$ cat config.mk
export PLATFORM = sky130hd
export DESIGN_NAME = uart_rx_top
export DESIGN_NICKNAME = d
export VERILOG_FILES = /design/src/source/uart_cfg_pkg.sv /design/src/source/uart_rx_pkg.sv /design/src/source/uart_baud_gen.sv /design/src/source/uart_rx_sync.sv /design/src/source/uart_receiver.sv /design/src/source/uart_rx_handoff.sv /design/src/source/uart_rx_top.sv
export VERILOG_INCLUDE_DIRS = /design/src /design/src/include
export SDC_FILE = /design/constraint.sdc
export NUM_CORES = 1
export LEC_CHECK = 0
export ABC_AREA = 1
export BUFFER_PORTS_ARGS = -buffer_cell sky130_fd_sc_hd__buf_2
export CAP_MARGIN = 40
export CELL_PAD_IN_SITES_DETAIL_PLACEMENT = 1
export CELL_PAD_IN_SITES_GLOBAL_PLACEMENT = 1
export CORE_MARGIN = 5
export CORE_UTILIZATION = 37
export DETAILED_ROUTE_END_ITERATION = 8
export GPL_TIMING_DRIVEN = 0
export PLACE_DENSITY = 0.72
export SYNTH_ARGS = -nofsm -noshare
export SYNTH_HDL_FRONTEND = slang
export SYNTH_HIERARCHICAL = 1
export SYNTH_SLANG_ARGS = --single-unit
$ cat constraint.sdc
create_clock -name clk_i -period 1.5 [get_ports clk_i]
set_input_delay 0.075 -clock clk_i [delete_from_list [all_inputs] [get_ports clk_i]]
set_output_delay 0.075 -clock clk_i [all_outputs]
set_load 0.02 [all_outputs]
$ cat src/include/uart_params.svh
`ifndef UART_PARAMS_SVH
`define UART_PARAMS_SVH

// Clock cycles per 16x sample strobe.
// With 16 samples per bit, one bit lasts 64 cycles.
`define UART_CLK_DIV 4

// Depth of the serial input synchronizer.
`define UART_SYNC_STAGES 2

// Sample strobes per bit time.
`define UART_SAMPLES_PER_BIT 16

`endif

$ cat src/source/uart_cfg_pkg.sv
package uart_cfg_pkg;

    // Number of data bits in a frame.
    typedef enum logic [1:0] {
        DBIT5,
        DBIT6,
        DBIT7,
        DBIT8
    } uart_data_length_t;

    // Stop bits after the data or parity bit.
    typedef enum logic {
        STOP1,
        STOP2
    } uart_stop_bits_t;

    // Encoded value is the start value of the parity accumulator.
    typedef enum logic {
        EVEN = 1'b0,
        ODD  = 1'b1
    } uart_parity_mode_t;

endpackage : uart_cfg_pkg

$ cat src/source/uart_rx_pkg.sv
package uart_rx_pkg;

    // Received word, right-aligned.
    typedef logic [7:0] rx_byte_t;

    // Status of a delivered word.
    typedef logic [1:0] rx_status_t;

    // Bit positions inside rx_status_t.
    localparam int RX_STATUS_PERR = 0;
    localparam int RX_STATUS_OVRN = 1;

endpackage : uart_rx_pkg

$ cat src/source/uart_baud_gen.sv
`timescale 1ns/1ns
`include "uart_params.svh"

module uart_baud_gen #(
    parameter int DIV = `UART_CLK_DIV
) (
    input  logic clk_i,
    input  logic rst_n_i,
    output logic sample_tick_o
);

    localparam int CNT_W = (DIV > 1) ? $clog2(DIV) : 1;
    localparam logic [CNT_W-1:0] CNT_LAST = CNT_W'(DIV - 1);

    logic [CNT_W-1:0] div_cnt;

    always_ff @(posedge clk_i) begin
        if (!rst_n_i) begin
            div_cnt       <= '0;
            sample_tick_o <= 1'b0;
        end else begin
            // One strobe per full count.
            sample_tick_o <= (div_cnt == CNT_LAST);
            if (div_cnt == CNT_LAST) begin
                div_cnt <= '0;
            end else begin
                div_cnt <= div_cnt + 1'b1;
            end
        end
    end

endmodule : uart_baud_gen

$ cat src/source/uart_rx_sync.sv
`timescale 1ns/1ns
`include "uart_params.svh"

module uart_rx_sync #(
    parameter int STAGES = `UART_SYNC_STAGES
) (
    input  logic clk_i,
    input  logic rst_n_i,
    input  logic rx_async_i,
    output logic rx_sync_o
);

    logic [STAGES-1:0] sync_chain;

    always_ff @(posedge clk_i) begin
        if (!rst_n_i) begin
            // Line idles high.
            sync_chain <= '1;
        end else begin
            sync_chain <= {sync_chain[STAGES-2:0], rx_async_i};
        end
    end

    assign rx_sync_o = sync_chain[STAGES-1];

endmodule : uart_rx_sync

$ cat src/source/uart_receiver.sv
`timescale 1ns/1ns
`include "uart_params.svh"

module uart_receiver (
    input  logic                            clk_i,
    input  logic                            rst_n_i,
    input  logic                            sample_i,
    input  logic                            uart_rx_i,
    input  uart_cfg_pkg::uart_data_length_t data_length_i,
    input  uart_cfg_pkg::uart_stop_bits_t   stop_bits_i,
    input  uart_cfg_pkg::uart_parity_mode_t parity_mode_i,
    input  logic                            parity_enable_i,
    output uart_rx_pkg::rx_byte_t           rx_data_o,
    output logic                            rx_done_o,
    output logic                            rx_idle_o,
    output logic                            parity_error_o
);

    localparam logic [3:0] LAST_SAMPLE = 4'(`UART_SAMPLES_PER_BIT - 1);
    localparam logic [3:0] MID_SAMPLE  = 4'(`UART_SAMPLES_PER_BIT / 2 - 1);

    typedef enum logic [2:0] {IDLE, START, DATA, PARITY, STOP} rx_state_t;

    rx_state_t             state_crt;
    rx_state_t             state_nxt;
    logic [3:0]            sample_cnt;
    logic [2:0]            bit_cnt;
    logic [2:0]            last_bit;
    logic                  stop_second;
    uart_rx_pkg::rx_byte_t shift_reg;
    logic                  parity_acc;
    logic                  parity_err;
    logic                  bit_end;
    logic                  frame_start;
    logic                  cnt_clear;
    logic                  shift_data;
    logic                  check_parity;
    logic                  stop_wait;

    // Counting from mid-start, the last sample lands at mid-bit.
    assign bit_end  = sample_i && (sample_cnt == LAST_SAMPLE);
    assign last_bit = {1'b0, data_length_i} + 3'd4;

    always_ff @(posedge clk_i) begin
        if (!rst_n_i) begin
            state_crt   <= IDLE;
            sample_cnt  <= '0;
            bit_cnt     <= '0;
            stop_second <= 1'b0;
        end else begin
            state_crt <= state_nxt;
            if (cnt_clear) begin
                sample_cnt <= '0;
            end else if (sample_i && (state_crt != IDLE)) begin
                sample_cnt <= sample_cnt + 4'd1;
            end
            if (frame_start) begin
                bit_cnt     <= '0;
                stop_second <= 1'b0;
            end else begin
                if (shift_data) begin
                    bit_cnt <= bit_cnt + 3'd1;
                end
                if (stop_wait) begin
                    stop_second <= 1'b1;
                end
            end
        end
    end

    always_ff @(posedge clk_i) begin
        if (frame_start) begin
            shift_reg  <= '0;
            parity_acc <= parity_mode_i;
            parity_err <= 1'b0;
        end else begin
            // LSB arrives first, so shift in from the top.
            if (shift_data) begin
                shift_reg  <= {uart_rx_i, shift_reg[7:1]};
                parity_acc <= parity_acc ^ uart_rx_i;
            end
            if (check_parity) begin
                parity_err <= (parity_acc != uart_rx_i);
            end
        end
    end

    // Short words sit in the upper bits of the shift register.
    always_comb begin
        case (data_length_i)
            uart_cfg_pkg::DBIT5: rx_data_o = shift_reg >> 3;
            uart_cfg_pkg::DBIT6: rx_data_o = shift_reg >> 2;
            uart_cfg_pkg::DBIT7: rx_data_o = shift_reg >> 1;
            default:             rx_data_o = shift_reg;
        endcase
    end

    always_comb begin
        state_nxt      = state_crt;
        rx_idle_o      = 1'b0;
        rx_done_o      = 1'b0;
        parity_error_o = 1'b0;
        frame_start    = 1'b0;
        cnt_clear      = 1'b0;
        shift_data     = 1'b0;
        check_parity   = 1'b0;
        stop_wait      = 1'b0;

        case (state_crt)
            IDLE: begin
                rx_idle_o = 1'b1;
                if (!uart_rx_i) begin
                    state_nxt = START;
                    cnt_clear = 1'b1;
                end
            end
            START: begin
                // Glitch on the line, not a real start bit.
                if (uart_rx_i) begin
                    state_nxt = IDLE;
                end else if (sample_i && (sample_cnt == MID_SAMPLE)) begin
                    state_nxt   = DATA;
                    cnt_clear   = 1'b1;
                    frame_start = 1'b1;
                end
            end
            DATA: begin
                if (bit_end) begin
                    shift_data = 1'b1;
                    cnt_clear  = 1'b1;
                    if (bit_cnt == last_bit) begin
                        state_nxt = parity_enable_i ? PARITY : STOP;
                    end
                end
            end
            PARITY: begin
                if (bit_end) begin
                    state_nxt    = STOP;
                    check_parity = 1'b1;
                    cnt_clear    = 1'b1;
                end
            end
            STOP: begin
                if (bit_end) begin
                    cnt_clear = 1'b1;
                    if ((stop_bits_i == uart_cfg_pkg::STOP1) || stop_second) begin
                        state_nxt      = IDLE;
                        rx_done_o      = 1'b1;
                        parity_error_o = parity_err;
                    end else begin
                        stop_wait = 1'b1;
                    end
                end
            end
            default: state_nxt = IDLE;
        endcase
    end

endmodule : uart_receiver

$ cat src/source/uart_rx_handoff.sv
`timescale 1ns/1ns

module uart_rx_handoff (
    input  logic                    clk_i,
    input  logic                    rst_n_i,
    input  uart_rx_pkg::rx_byte_t   rx_data_i,
    input  logic                    rx_done_i,
    input  logic                    parity_error_i,
    input  logic                    ack_i,
    output logic                    req_o,
    output uart_rx_pkg::rx_byte_t   data_o,
    output uart_rx_pkg::rx_status_t status_o
);

    typedef enum logic [1:0] {READY, OFFER, RELEASE} handoff_state_t;

    handoff_state_t state;
    logic           overrun;

    always_ff @(posedge clk_i) begin
        if (!rst_n_i) begin
            state    <= READY;
            overrun  <= 1'b0;
            data_o   <= '0;
            status_o <= '0;
        end else begin
            case (state)
                READY: begin
                    if (rx_done_i) begin
                        data_o   <= rx_data_i;
                        status_o <= '0;
                        status_o[uart_rx_pkg::RX_STATUS_PERR] <= parity_error_i;
                        status_o[uart_rx_pkg::RX_STATUS_OVRN] <= overrun;
                        overrun  <= 1'b0;
                        state    <= OFFER;
                    end
                end
                OFFER: begin
                    if (ack_i) begin
                        state <= RELEASE;
                    end
                end
                default: begin
                    // Wait for the system to drop ack.
                    if (!ack_i) begin
                        state <= READY;
                    end
                end
            endcase
            // Word pending, this frame is dropped.
            if (rx_done_i && (state != READY)) begin
                overrun <= 1'b1;
            end
        end
    end

    assign req_o = (state == OFFER);

endmodule : uart_rx_handoff

$ cat src/source/uart_rx_top.sv
`timescale 1ns/1ns

module uart_rx_top (
    input  logic                            clk_i,
    input  logic                            rst_n_i,
    input  logic                            uart_rx_i,
    input  uart_cfg_pkg::uart_data_length_t data_length_i,
    input  uart_cfg_pkg::uart_stop_bits_t   stop_bits_i,
    input  uart_cfg_pkg::uart_parity_mode_t parity_mode_i,
    input  logic                            parity_enable_i,
    input  logic                            ack_i,
    output logic                            req_o,
    output uart_rx_pkg::rx_byte_t           data_o,
    output uart_rx_pkg::rx_status_t         status_o,
    output logic                            rx_idle_o
);

    logic                  rx_line;
    logic                  sample_tick;
    uart_rx_pkg::rx_byte_t rx_data;
    logic                  rx_done;
    logic                  parity_error;

    uart_rx_sync u_sync (
        .clk_i      (clk_i),
        .rst_n_i    (rst_n_i),
        .rx_async_i (uart_rx_i),
        .rx_sync_o  (rx_line)
    );

    uart_baud_gen u_baud (
        .clk_i         (clk_i),
        .rst_n_i       (rst_n_i),
        .sample_tick_o (sample_tick)
    );

    uart_receiver u_receiver (
        .clk_i           (clk_i),
        .rst_n_i         (rst_n_i),
        .sample_i        (sample_tick),
        .uart_rx_i       (rx_line),
        .data_length_i   (data_length_i),
        .stop_bits_i     (stop_bits_i),
        .parity_mode_i   (parity_mode_i),
        .parity_enable_i (parity_enable_i),
        .rx_data_o       (rx_data),
        .rx_done_o       (rx_done),
        .rx_idle_o       (rx_idle_o),
        .parity_error_o  (parity_error)
    );

    uart_rx_handoff u_handoff (
        .clk_i          (clk_i),
        .rst_n_i        (rst_n_i),
        .rx_data_i      (rx_data),
        .rx_done_i      (rx_done),
        .parity_error_i (parity_error),
        .ack_i          (ack_i),
        .req_o          (req_o),
        .data_o         (data_o),
        .status_o       (status_o)
    );

endmodule : uart_rx_top

-- Word level (Yosys, flattened, before mapping)
Cells that the tools add are included.
- bits in registers: 39
- word-level logic and storage cells: 102
- add/sub/neg operators: 4
- equality and inequality tests: 22
- muxes and demuxes: 38
- bitwise operators: 3
- reduce and logical (&&, ||, !) cells: 21
- operators with widths (cell ; count):
    two-way mux 3 bit ; 9
    case mux 8 bit (3 select lines) ; 1
    two-way mux 1 bit ; 22
    case mux 3 bit (5 select lines) ; 1
    inequality test 2 x 1 -> 1 bit, second input constant ; 6
    nonzero test 2 bit ; 4
    AND reduction 7 bit ; 1
    == test 3 x 2 -> 1 bit, second input constant ; 2
    two-way mux 2 bit ; 3
    OR reduction 2 bit ; 3
    adder 4 x 1 -> 4 bit, second input constant ; 1
    == test 2 x 1 -> 1 bit, second input constant ; 2
    == test 2 bit, second input constant ; 2
    == test 4 x 3 -> 1 bit, second input constant ; 1
    == test 4 bit, second input constant ; 1
    logical AND 1 bit ; 4
    zero test 2 bit ; 2
    inequality test 2 bit, second input constant ; 2
    case mux 2 bit (2 select lines) ; 1
    AND reduction 2 bit ; 2
    adder 2 x 3 -> 3 bit, second input constant ; 1
    adder 3 x 1 -> 3 bit, second input constant ; 1
    == test 3 x 1 -> 1 bit, second input constant ; 1
    == test 3 bit ; 1
    other kinds (13) ; 14

-- Longest topological paths before layout
Gate-level depths: netlist (run 1).
- word-level depth: 8
- mapped depth: 11
- depth with buffers taken out: 11

-- Modules after synthesis
The synthesis (run 1) kept the hierarchy.
- modules (own cells, without submodules) (module ; times used ; cells an instance ; area each (um^2) ; seq. area each (um^2)):
    uart_receiver ; 1 ; 179 ; 1197.4 ; 430.4
    uart_rx_handoff ; 1 ; 72 ; 536.8 ; 260.2
    uart_baud_gen ; 1 ; 11 ; 98.8 ; 60.1
    uart_rx_sync ; 1 ; 6 ; 55.1 ; 40.0

-- Worst setup path after synthesis (run 1)
No wires, ideal clock.
- kind: reg-to-reg
- from: reg u_receiver.sample_cnt[0]
- to: reg u_handoff.data_o[0]
- library setup time: 0.113 ns
- data arrival time: 1.344 ns
- slack: 0.043 ns
- cell stages (with the launch flop): 10
- clock period less this slack: 1.457 ns
- cell sequence: dfxtp_1 ha_1 nand2_1 nor2_4 nand2_1 nor2_1 buf_2 nand3b_1 nand2_1 nor2_1
- cells in the longest elaborated chain, start to end: 5
- RTL lines (item ; line ; RTL):
    start, declared ; uart_receiver.sv:26 ; logic [3:0] sample_cnt;
    start signal, assigned ; uart_receiver.sv:55 ; sample_cnt <= sample_cnt + 4'd1;
    == test 4 bit ; uart_receiver.sv:41 ; assign bit_end = sample_i && (sample_cnt == LAST_SAMPLE);
    logical AND 1 bit ; uart_receiver.sv:41 ;
    two-way mux 1 bit ; uart_receiver.sv:144 ; if (bit_end) begin
    two-way mux 1 bit ; uart_receiver.sv:109 ; case (state_crt)
    named net rx_done ; uart_rx_top.sv:21 ; logic rx_done;
    AND reduction 2 bit (no line) ; n/a ;
    end signal, assigned ; uart_rx_handoff.sv:30 ; data_o <= rx_data_i;
    end, declared ; uart_rx_handoff.sv:11 ; output uart_rx_pkg::rx_byte_t data_o,
The timed path passes the listed nets, and every way through them passes these cells.
A chain may end at the register's enable or synchronous reset.

-- Final worst setup path (run 1)
- from: reg u_receiver.sample_cnt[1]
- to: reg u_handoff.data_o[0]
The elaborated chain is that of the path after synthesis.

==> metrics.yaml, run 1 <==
critical_path.cell_chain: "ha_4 -> nand2_4 -> nor2_4 -> nand2_4 -> nor2_4 -> nand2_2 -> inv_2 -> buf_6 -> nor2_2 -> nor2_1"
ios: 21
ys_warn_count: 6
route.detailed.drc: 0
start_util_pct: 37.4
h-tree-depth: 2
r2r_start: "u_receiver/sample_cnt[1]$_SDFFE_PP0P_"
final_core_util_pct: 47.9
grt_pass1_wl_um: 7870
grt_max_degree: 13
finalCritPeriodShare_pct: 96.3
drt_iter0_drc: 41
hold_ws_ps: 40.3
wl_met1_um: 2060
routed.top_layer: "met4"
p_leak_nw: 1.14
rrSetupSlack_ps: 60
setup_viol: 0
core_um2: 5040
worstSetupStartpointType: "flip-flop"
synth_cell_types: 31
finalWorstSetupSlack_ps: 55.8
max_freq_mhz: 692
outcome: "complete, no violations"
fp.dieW_um: 81.4
die_area_um2: 6630
met2WireLength_um: 2320
grt_pass1_vias: 1789
die_y_um: 81.4
wl_met3_um: 181
synthFlopType: "dfxtp_1"
cpMaxStageDelayCell: "dfxtp_4"
critical_path_required_ps: 1730
fin_crit_ps: 1440
numCtsBuffers: 5
final.fill_count: 650
synthTopCellsByCount: "nand2_1, nor2_1, dfxtp_1"
clock-sinks: 39
post_layout_nonfiller_instances: 377
r2r_end: "u_handoff/data_o[0]$_SDFFE_PN0P_"
clkSlewWorstSetupHoldPaths_ps: 80
synth_top_area_share_pct: 40.3
synth.cell_area_um2: 1890
grtUsageTotal_pct: 15.2
rows: 26
wl_um: 4620
hpwl_um: 3350
worst-r2r-cell-count: 10
globalplace.congestion: 0.840
arrival_ps: 1670
synth_edf_count: 1
nets: 318
cp-end-kind: "flip-flop"
postRouteAntennaNets: 0
rsz0062_at_grt: "yes"
vias: 1776
hold_viol: 0
diodes: 0
cts_buffer_depth: 2
critPathKind: "flip-flop to flip-flop"
root_buffer: "clkbuf_8"
hold_path_class: "primary input to flip-flop"
placed_cells: 358
antenna_found_initial: 0
pre_cts_ws_ps: -191
worstPathMaxFanout: 5
synth_largest_area_cell: "dfxtp_1"
skew_ps: 4.02
maxCapViolCount: 0
port_buffers: 20
crit_end: "u_handoff/data_o[0]$_SDFFE_PN0P_"
slowest_delay_ps: 370
synth.area.top_cells: "dfxtp_1, nand2_1, nor2_1, inv_1, a21oi_1"
p_per_area_nw_per_um2: 1130
clock_latency_ps: 290
drt-pass1-iter-count: 4
routed_via_density: 4.71
worst_pin_slew_ps: 427
avgSynthCellArea_um2: 7.05
cts_tree: "done"
slew_headroom_pct: 71.5
startpoint: "u_receiver/sample_cnt[1]$_SDFFE_PP0P_"
layout-drive-gt1-share_pct: 25.1
peakVddDrop_mv: 0.468
yosysSeqAreaShare_pct: 41.9
syn_nets: 280
synth_seq_cells: 39
maxSlewViolCount: 0
synth_most_common_cell: "nand2_1"
async_flop_share_pct: 0
grt_overflow: 0
wire_per_inst_um: 12.3
syn_inst: 268
synthToLayoutAreaGrowth_pct: 28.0
hold_depth: 3
## layout make-up
cell class                      count  area (um2)  area share [%]
Multi-Input combinational cell    185        1020            42.1
Sequential cell                    39         800            33.1
Timing Repair Buffer               31         196            8.13
Inverter                           38         148            6.11
Tap cell                           70        87.6            3.62
Clock buffer                        6        82.6            3.42
Buffer                              6        50.0            2.07
Clock inverter                      2        35.0            1.45
## per-stage QoR
step	instance area (um2)	TNS [ps]	total power, W
2_1_floorplan	1890	0	0.00154
3_3_place_gp	2080	-1370	0.00167
3_5_place_dp	2080	-1850	0.00169
4_1_cts	2270	0	0.00262
5_1_grt	2420	-433	0.00292
6_report	2420	0	0.00273
## worst max-delay path, delay by kind of cell, from the launching register on
kind	cells	cell delay [ps]
and+or+nand+nor	7	650
DFF	1	370
buffers and inverters	2	210
adders and majority gates	1	140
## cells by family after synthesis
| group | Yosys count | share of synthesized area (%) |
|---|---|---|
| compound gates | 43 | 12.6 |
| xor+xnor | 3 | 1.39 |
| fa+ha+maj | 3 | 1.99 |
| buf+inv | 44 | 9.68 |
| flops | 39 | 41.9 |
| mux | 1 | 0.596 |
| simple gates | 135 | 31.9 |
## power breakdown
part | total [W] | internal (W) | switching, W
Sequential | 0.00112 | 0.00108 | 0.0000397
Clock | 0.000900 | 0.000538 | 0.000362
Combinational | 0.000707 | 0.000250 | 0.000457
## layer usage
layer	GRT usage (%)	vias to the layer above
met5	0	-
met4	5.07	0
met3	4.28	6
met2	26.9	24
met1	17.4	819
li1	-	927
## worst min-delay path by stage
| stage | from | end |
|---|---|---|
| after floorplan | rst_n_i | u_sync/sync_chain[0]$_SDFF_PN1_ |
| after global placement | uart_rx_i | u_sync/sync_chain[0]$_SDFF_PN1_ |
| after detailed placement | uart_rx_i | u_sync/sync_chain[0]$_SDFF_PN1_ |
| after CTS | ack_i | u_handoff/state[1]$_SDFFE_PN0P_ |
| after global routing | ack_i | u_handoff/state[1]$_SDFFE_PN0P_ |
| final | ack_i | u_handoff/state[1]$_SDFFE_PN0P_ |
## cell usage in the layout, fill, tap and decap left out, types with 7 or more instances in the layout
cell,Yosys,routed
inv_1,35,34
buf_2,4,21
a21oi_1,19,18
nor2_1,41,35
buf_4,0,7
nand3b_1,10,10
dfxtp_1,38,35
nand2_1,63,57
o21ai_0,13,11
## repair_timing
| item | CTS | global route |
|---|---|---|
| resized for setup | 12 | 32 |
| hold buffers | 1 | 0 |
| buffers inserted | 4 | 5 |
| setup endpoints to repair | 21 | 30 |
| cloned | 0 | 1 |
| pin swaps | 2 | 12 |
| hold endpoints to repair | 1 | 0 |
(Power assumes the default switching activity.)
==> run 2: changes to the inputs <==
Settings changed: REMOVE_ABC_BUFFERS set to 1.
==> metrics.yaml, run 2 (same netlist as run 1, synthesis figures left out) <==
worst_pin_slew_ps: 535
hold_path_class: "primary input to flip-flop"
p_leak_nw: 1.18
finalCritPeriodShare_pct: 98.2
start_util_pct: 37.4
pre_cts_ws_ps: -698
worstPathMaxFanout: 6
p_per_area_nw_per_um2: 1100
grt_max_degree: 21
clock_latency_ps: 290
hold_ws_ps: 53.7
cp-end-kind: "flip-flop"
slew_headroom_pct: 64.3
critPathKind: "flip-flop to flip-flop"
antenna_found_initial: 0
final.fill_count: 638
wl_um: 4830
skew_ps: 9.63
diodes: 0
core_um2: 5040
hpwl_um: 3200
clock-sinks: 39
rsz0062_at_grt: "yes"
rows: 26
fin_crit_ps: 1470
worstSetupStartpointType: "flip-flop"
route.detailed.drc: 0
die_area_um2: 6630
numCtsBuffers: 5
final_core_util_pct: 48.2
placed_cells: 352
hold_viol: 0
peakVddDrop_mv: 0.836
root_buffer: "clkbuf_8"
path_delay_family: "simple AND/OR/NAND/NOR gates"
post_layout_nonfiller_instances: 379
routed_via_density: 4.79
grt_pass1_wl_um: 8090
mostFrequentLayoutCell: "nand2_1"
arrival_ps: 1660
cts_buffer_depth: 2
setup_viol: 0
vias: 1814
drt-pass1-iter-count: 5
outcome: "complete, no violations"
grt_overflow: 0
drt_iter0_drc: 56
critical_path.cell_chain: "ha_4 -> nand2_4 -> nor2_4 -> nand2_4 -> nor2_4 -> buf_6 -> nand3b_1 -> nand2_1 -> nor2_1"
ios: 21
cp_num_buf_inv: 1
grt_pass1_vias: 1771
port_buffers: 20
synthToLayoutAreaGrowth_pct: 28.8
final_cell_mix: "nand2_1, nor2_1, inv_1, dfxtp_1, buf_2"
wire_per_inst_um: 12.7
max_freq_mhz: 679
nets: 320
die_y_um: 81.4
maxSlewViolCount: 0
postRouteAntennaNets: 0
globalplace.congestion: 0.808
finalWorstSetupSlack_ps: 27.0
h-tree-depth: 2
maxCapViolCount: 0
layout-drive-gt1-share_pct: 24.3
cpMaxStageDelayCell: "dfxtp_2"
cts_tree: "done"
clkSlewWorstSetupHoldPaths_ps: 80
critical_path_required_ps: 1690
slowest_delay_ps: 370
grtUsageTotal_pct: 15.7
fp.dieW_um: 81.4
run 2: changes by cell type in the layout (fill, tap and decap cells not counted), sizes merged:
cell and delta:
inv +1, clkinvlp +1, clkbuf -3, buf +3
run 2: final timing paths:
check,cells past startpoint,start,to,slack [ps]
hold / removal,3,ack_i,u_handoff/state[1]$_SDFFE_PN0P_,50
hold reg to reg,2,u_sync/sync_chain[0]$_SDFF_PN1_,u_sync/sync_chain[1]$_SDFF_PN1_,430
setup / recovery,9,u_receiver/sample_cnt[1]$_SDFFE_PP0P_,u_handoff/data_o[4]$_SDFFE_PN0P_,30
setup reg to reg,9,u_receiver/sample_cnt[1]$_SDFFE_PP0P_,u_handoff/data_o[4]$_SDFFE_PN0P_,30
run 2: worst register-to-register path: cells and delay by family (launching register included):
family / cells / cell delay, ps
flip-flops: 1 / 370
AND/OR/NAND/NOR: 7 / 740
adder cells (fa/ha/maj): 1 / 150
buffers and inverters: 1 / 140
run 2: per-layer routing:
| metal | wire length, um | vias to the layer above | global-route usage [%] |
|---|---|---|---|
| met5 | 0 | - | 0 |
| met4 | 61 | 0 | 4.73 |
| met3 | 141 | 6 | 3.84 |
| met2 | 2320 | 26 | 26.8 |
| met1 | 2310 | 847 | 19.4 |
| li1 | - | 935 | - |
run 2: area by class of cell:
type,count,area [um2],area share (%)
Clock buffer,5,68.8,2.83
Timing Repair inverter,1,7.51,0.309
Multi-Input combinational cell,185,1010,41.7
Clock inverter,3,43.8,1.80
Timing Repair Buffer,38,262,10.8
Inverter,38,153,6.28
Sequential cell,39,796,32.7
Tap cell,70,87.6,3.60
run 2: where the power goes:
group / internal (W) / leakage (nW) / total, W / switching (W)
Combinational: 0.000212 / 0.800 / 0.000648 / 0.000436
Clock: 0.000496 / 0.0581 / 0.000893 / 0.000397
Sequential: 0.00108 / 0.319 / 0.00112 / 0.0000384
run 2: through the flow:
step	setup TNS, ps	area (um2)	power (W)
2_1_floorplan	-2760	1850	0.00153
3_3_place_gp	-8310	2040	0.00166
3_5_place_dp	-9290	2040	0.00167
4_1_cts	0	2330	0.00261
5_1_grt	-983	2430	0.00283
6_report	0	2430	0.00266
run 2: what timing repair did:
item | CTS | global route
hold endpoints to repair | 1 | 0
hold buffers | 1 | 0
pin swaps | 6 | 9
endpoints found under the setup margin | 32 | 31
buffers inserted | 10 | 6
gates cloned | 2 | 0
resized for setup | 19 | 20
==> run 3: changes to the inputs <==
Settings changed: CORE_MARGIN 5 to 2.
==> metrics.yaml, run 3 (same netlist as run 1, synthesis figures left out) <==
grt_overflow: 0
hold_viol: 0
antenna_found_initial: 0
ios: 21
die_y_um: 75.4
nets: 315
start_util_pct: 39.2
internal_power_w: 0.00163
outcome: "complete, no violations"
skew_ps: 6.98
hold_path_class: "primary input to flip-flop"
design_area_um2: 2330
register_area_um2: 795
cts_tree: "done"
layout-drive-gt1-share_pct: 22.7
fin_tns_setup_ps: 0
worst-r2r-cell-count: 9
numCtsBuffers: 5
clkSlewWorstSetupHoldPaths_ps: 80
worstSetupStartpointType: "flip-flop"
arrival_ps: 1640
critPathKind: "flip-flop to flip-flop"
grt_max_degree: 21
fp.dieW_um: 75.4
core_um2: 4820
postRouteAntennaNets: 0
final.fill_count: 666
worst_pin_slew_ps: 513
p_per_area_nw_per_um2: 1070
synthToLayoutAreaGrowth_pct: 23.6
hold_depth: 3
root_buffer: "clkbuf_8"
grt_pass1_wl_um: 7410
final_cell_mix: "nand2_1, nor2_1, dfxtp_1"
post_layout_nonfiller_instances: 371
p_sw_w: 0.000873
grt_pass1_vias: 1672
placed_cells: 349
wire_per_inst_um: 12.1
dpl_cell_area_um2: 2040
rows: 25
p_seq_share_pct: 45.1
rsz0062_at_grt: "yes"
finalCritPeriodShare_pct: 96.9
multi_input_area_um2: 997
setup_viol: 0
worstPathMaxFanout: 6
peakVddDrop_mv: 0.626
diodes: 0
grtUsageTotal_pct: 17.0
p_leak_nw: 1.13
drt_iter0_drc: 55
combPwrFrac_pct: 26.6
routed_via_density: 4.82
h-tree-depth: 2
route.detailed.drc: 0
drt-pass1-iter-count: 4
maxCapViolCount: 0
critical_path_required_ps: 1690
max_freq_mhz: 688
cp-end-kind: "flip-flop"
wl_um: 4480
clkPwrFrac_pct: 28.4
maxSlewViolCount: 0
vias: 1787
p_sw_share_pct: 34.9
slew_headroom_pct: 65.8
hpwl_um: 3000
cts_buffer_depth: 2
mostFrequentLayoutCell: "nand2_1"
clock_latency_ps: 290
clock-sinks: 39
port_buffers: 20
globalplace.congestion: 0.801
die_area_um2: 5690
fin_crit_ps: 1450
run 3: routing by layer:
| metal | GRT usage, % | vias to the layer above | share of wire [%] |
|---|---|---|---|
| li1 | - | 921 | - |
| met1 | 21.7 | 832 | 49 |
| met2 | 27.9 | 27 | 47 |
| met3 | 3.97 | 7 | 2.7 |
| met4 | 6.43 | 0 | 1.5 |
| met5 | 0 | - | 0 |
run 3: metrics by stage:
stage | total power [W] | util, % | hold slack [ps] | setup WS (ps)
floorplan | 0.00153 | - | 144 | -237
global placement | 0.00166 | 42.3 | 244 | -616
detailed placement | 0.00167 | 42.3 | 252 | -686
CTS | 0.00243 | 47.2 | 32.9 | 4.55
global route | 0.00266 | 48.4 | 65.1 | -36.0
finish | 0.00250 | 48.4 | 41.5 | 46.2
run 3: worst paths after layout:
path,from,to,slack (ps)
setup reg to reg,u_receiver/sample_cnt[1]$_SDFFE_PP0P_,u_handoff/status_o[0]$_SDFFE_PN0P_,50
hold reg to reg,u_sync/sync_chain[0]$_SDFF_PN1_,u_sync/sync_chain[1]$_SDFF_PN1_,420
setup / recovery,u_receiver/sample_cnt[1]$_SDFFE_PP0P_,u_handoff/status_o[0]$_SDFFE_PN0P_,50
hold / removal,ack_i,u_handoff/state[1]$_SDFFE_PN0P_,40
run 3: cell type report:
cell class	count	share of cell area (%)
Clock buffer	5	2.95
Clock inverter	3	0.858
Sequential cell	39	34.0
Timing Repair inverter	1	0.322
Inverter	38	6.43
Multi-Input combinational cell	185	42.7
Timing Repair Buffer	33	9.06
Tap cell	67	3.59
run 3: worst max-delay path, cell delays in order, from the launching register on:
cell,delay (ps)
dfxtp_2,360
ha_4,140
nand2_4,60
nor2_4,150
nand2_4,90
nor2_4,180
buf_6,140
nand3b_1,80
nand2_1,100
nor2_1,50
run 3: power groups by stage:
stage               Combinational [W]  Clock (W)  Sequential [W]
detailed placement           0.000529          0         0.00115
global placement             0.000518          0         0.00114
floorplan                    0.000397          0         0.00114
CTS                          0.000563   0.000746         0.00112
finish                       0.000665   0.000710         0.00113
global route                 0.000747   0.000785         0.00113
run 3: what timing repair did:
item	in CTS	in global routing
gates resized for setup	19	12
hold buffers	1	0
endpoints found under the setup margin	34	25
setup buffers	8	3
hold endpoints to repair	1	0
gates cloned	2	0
pin swaps	5	8
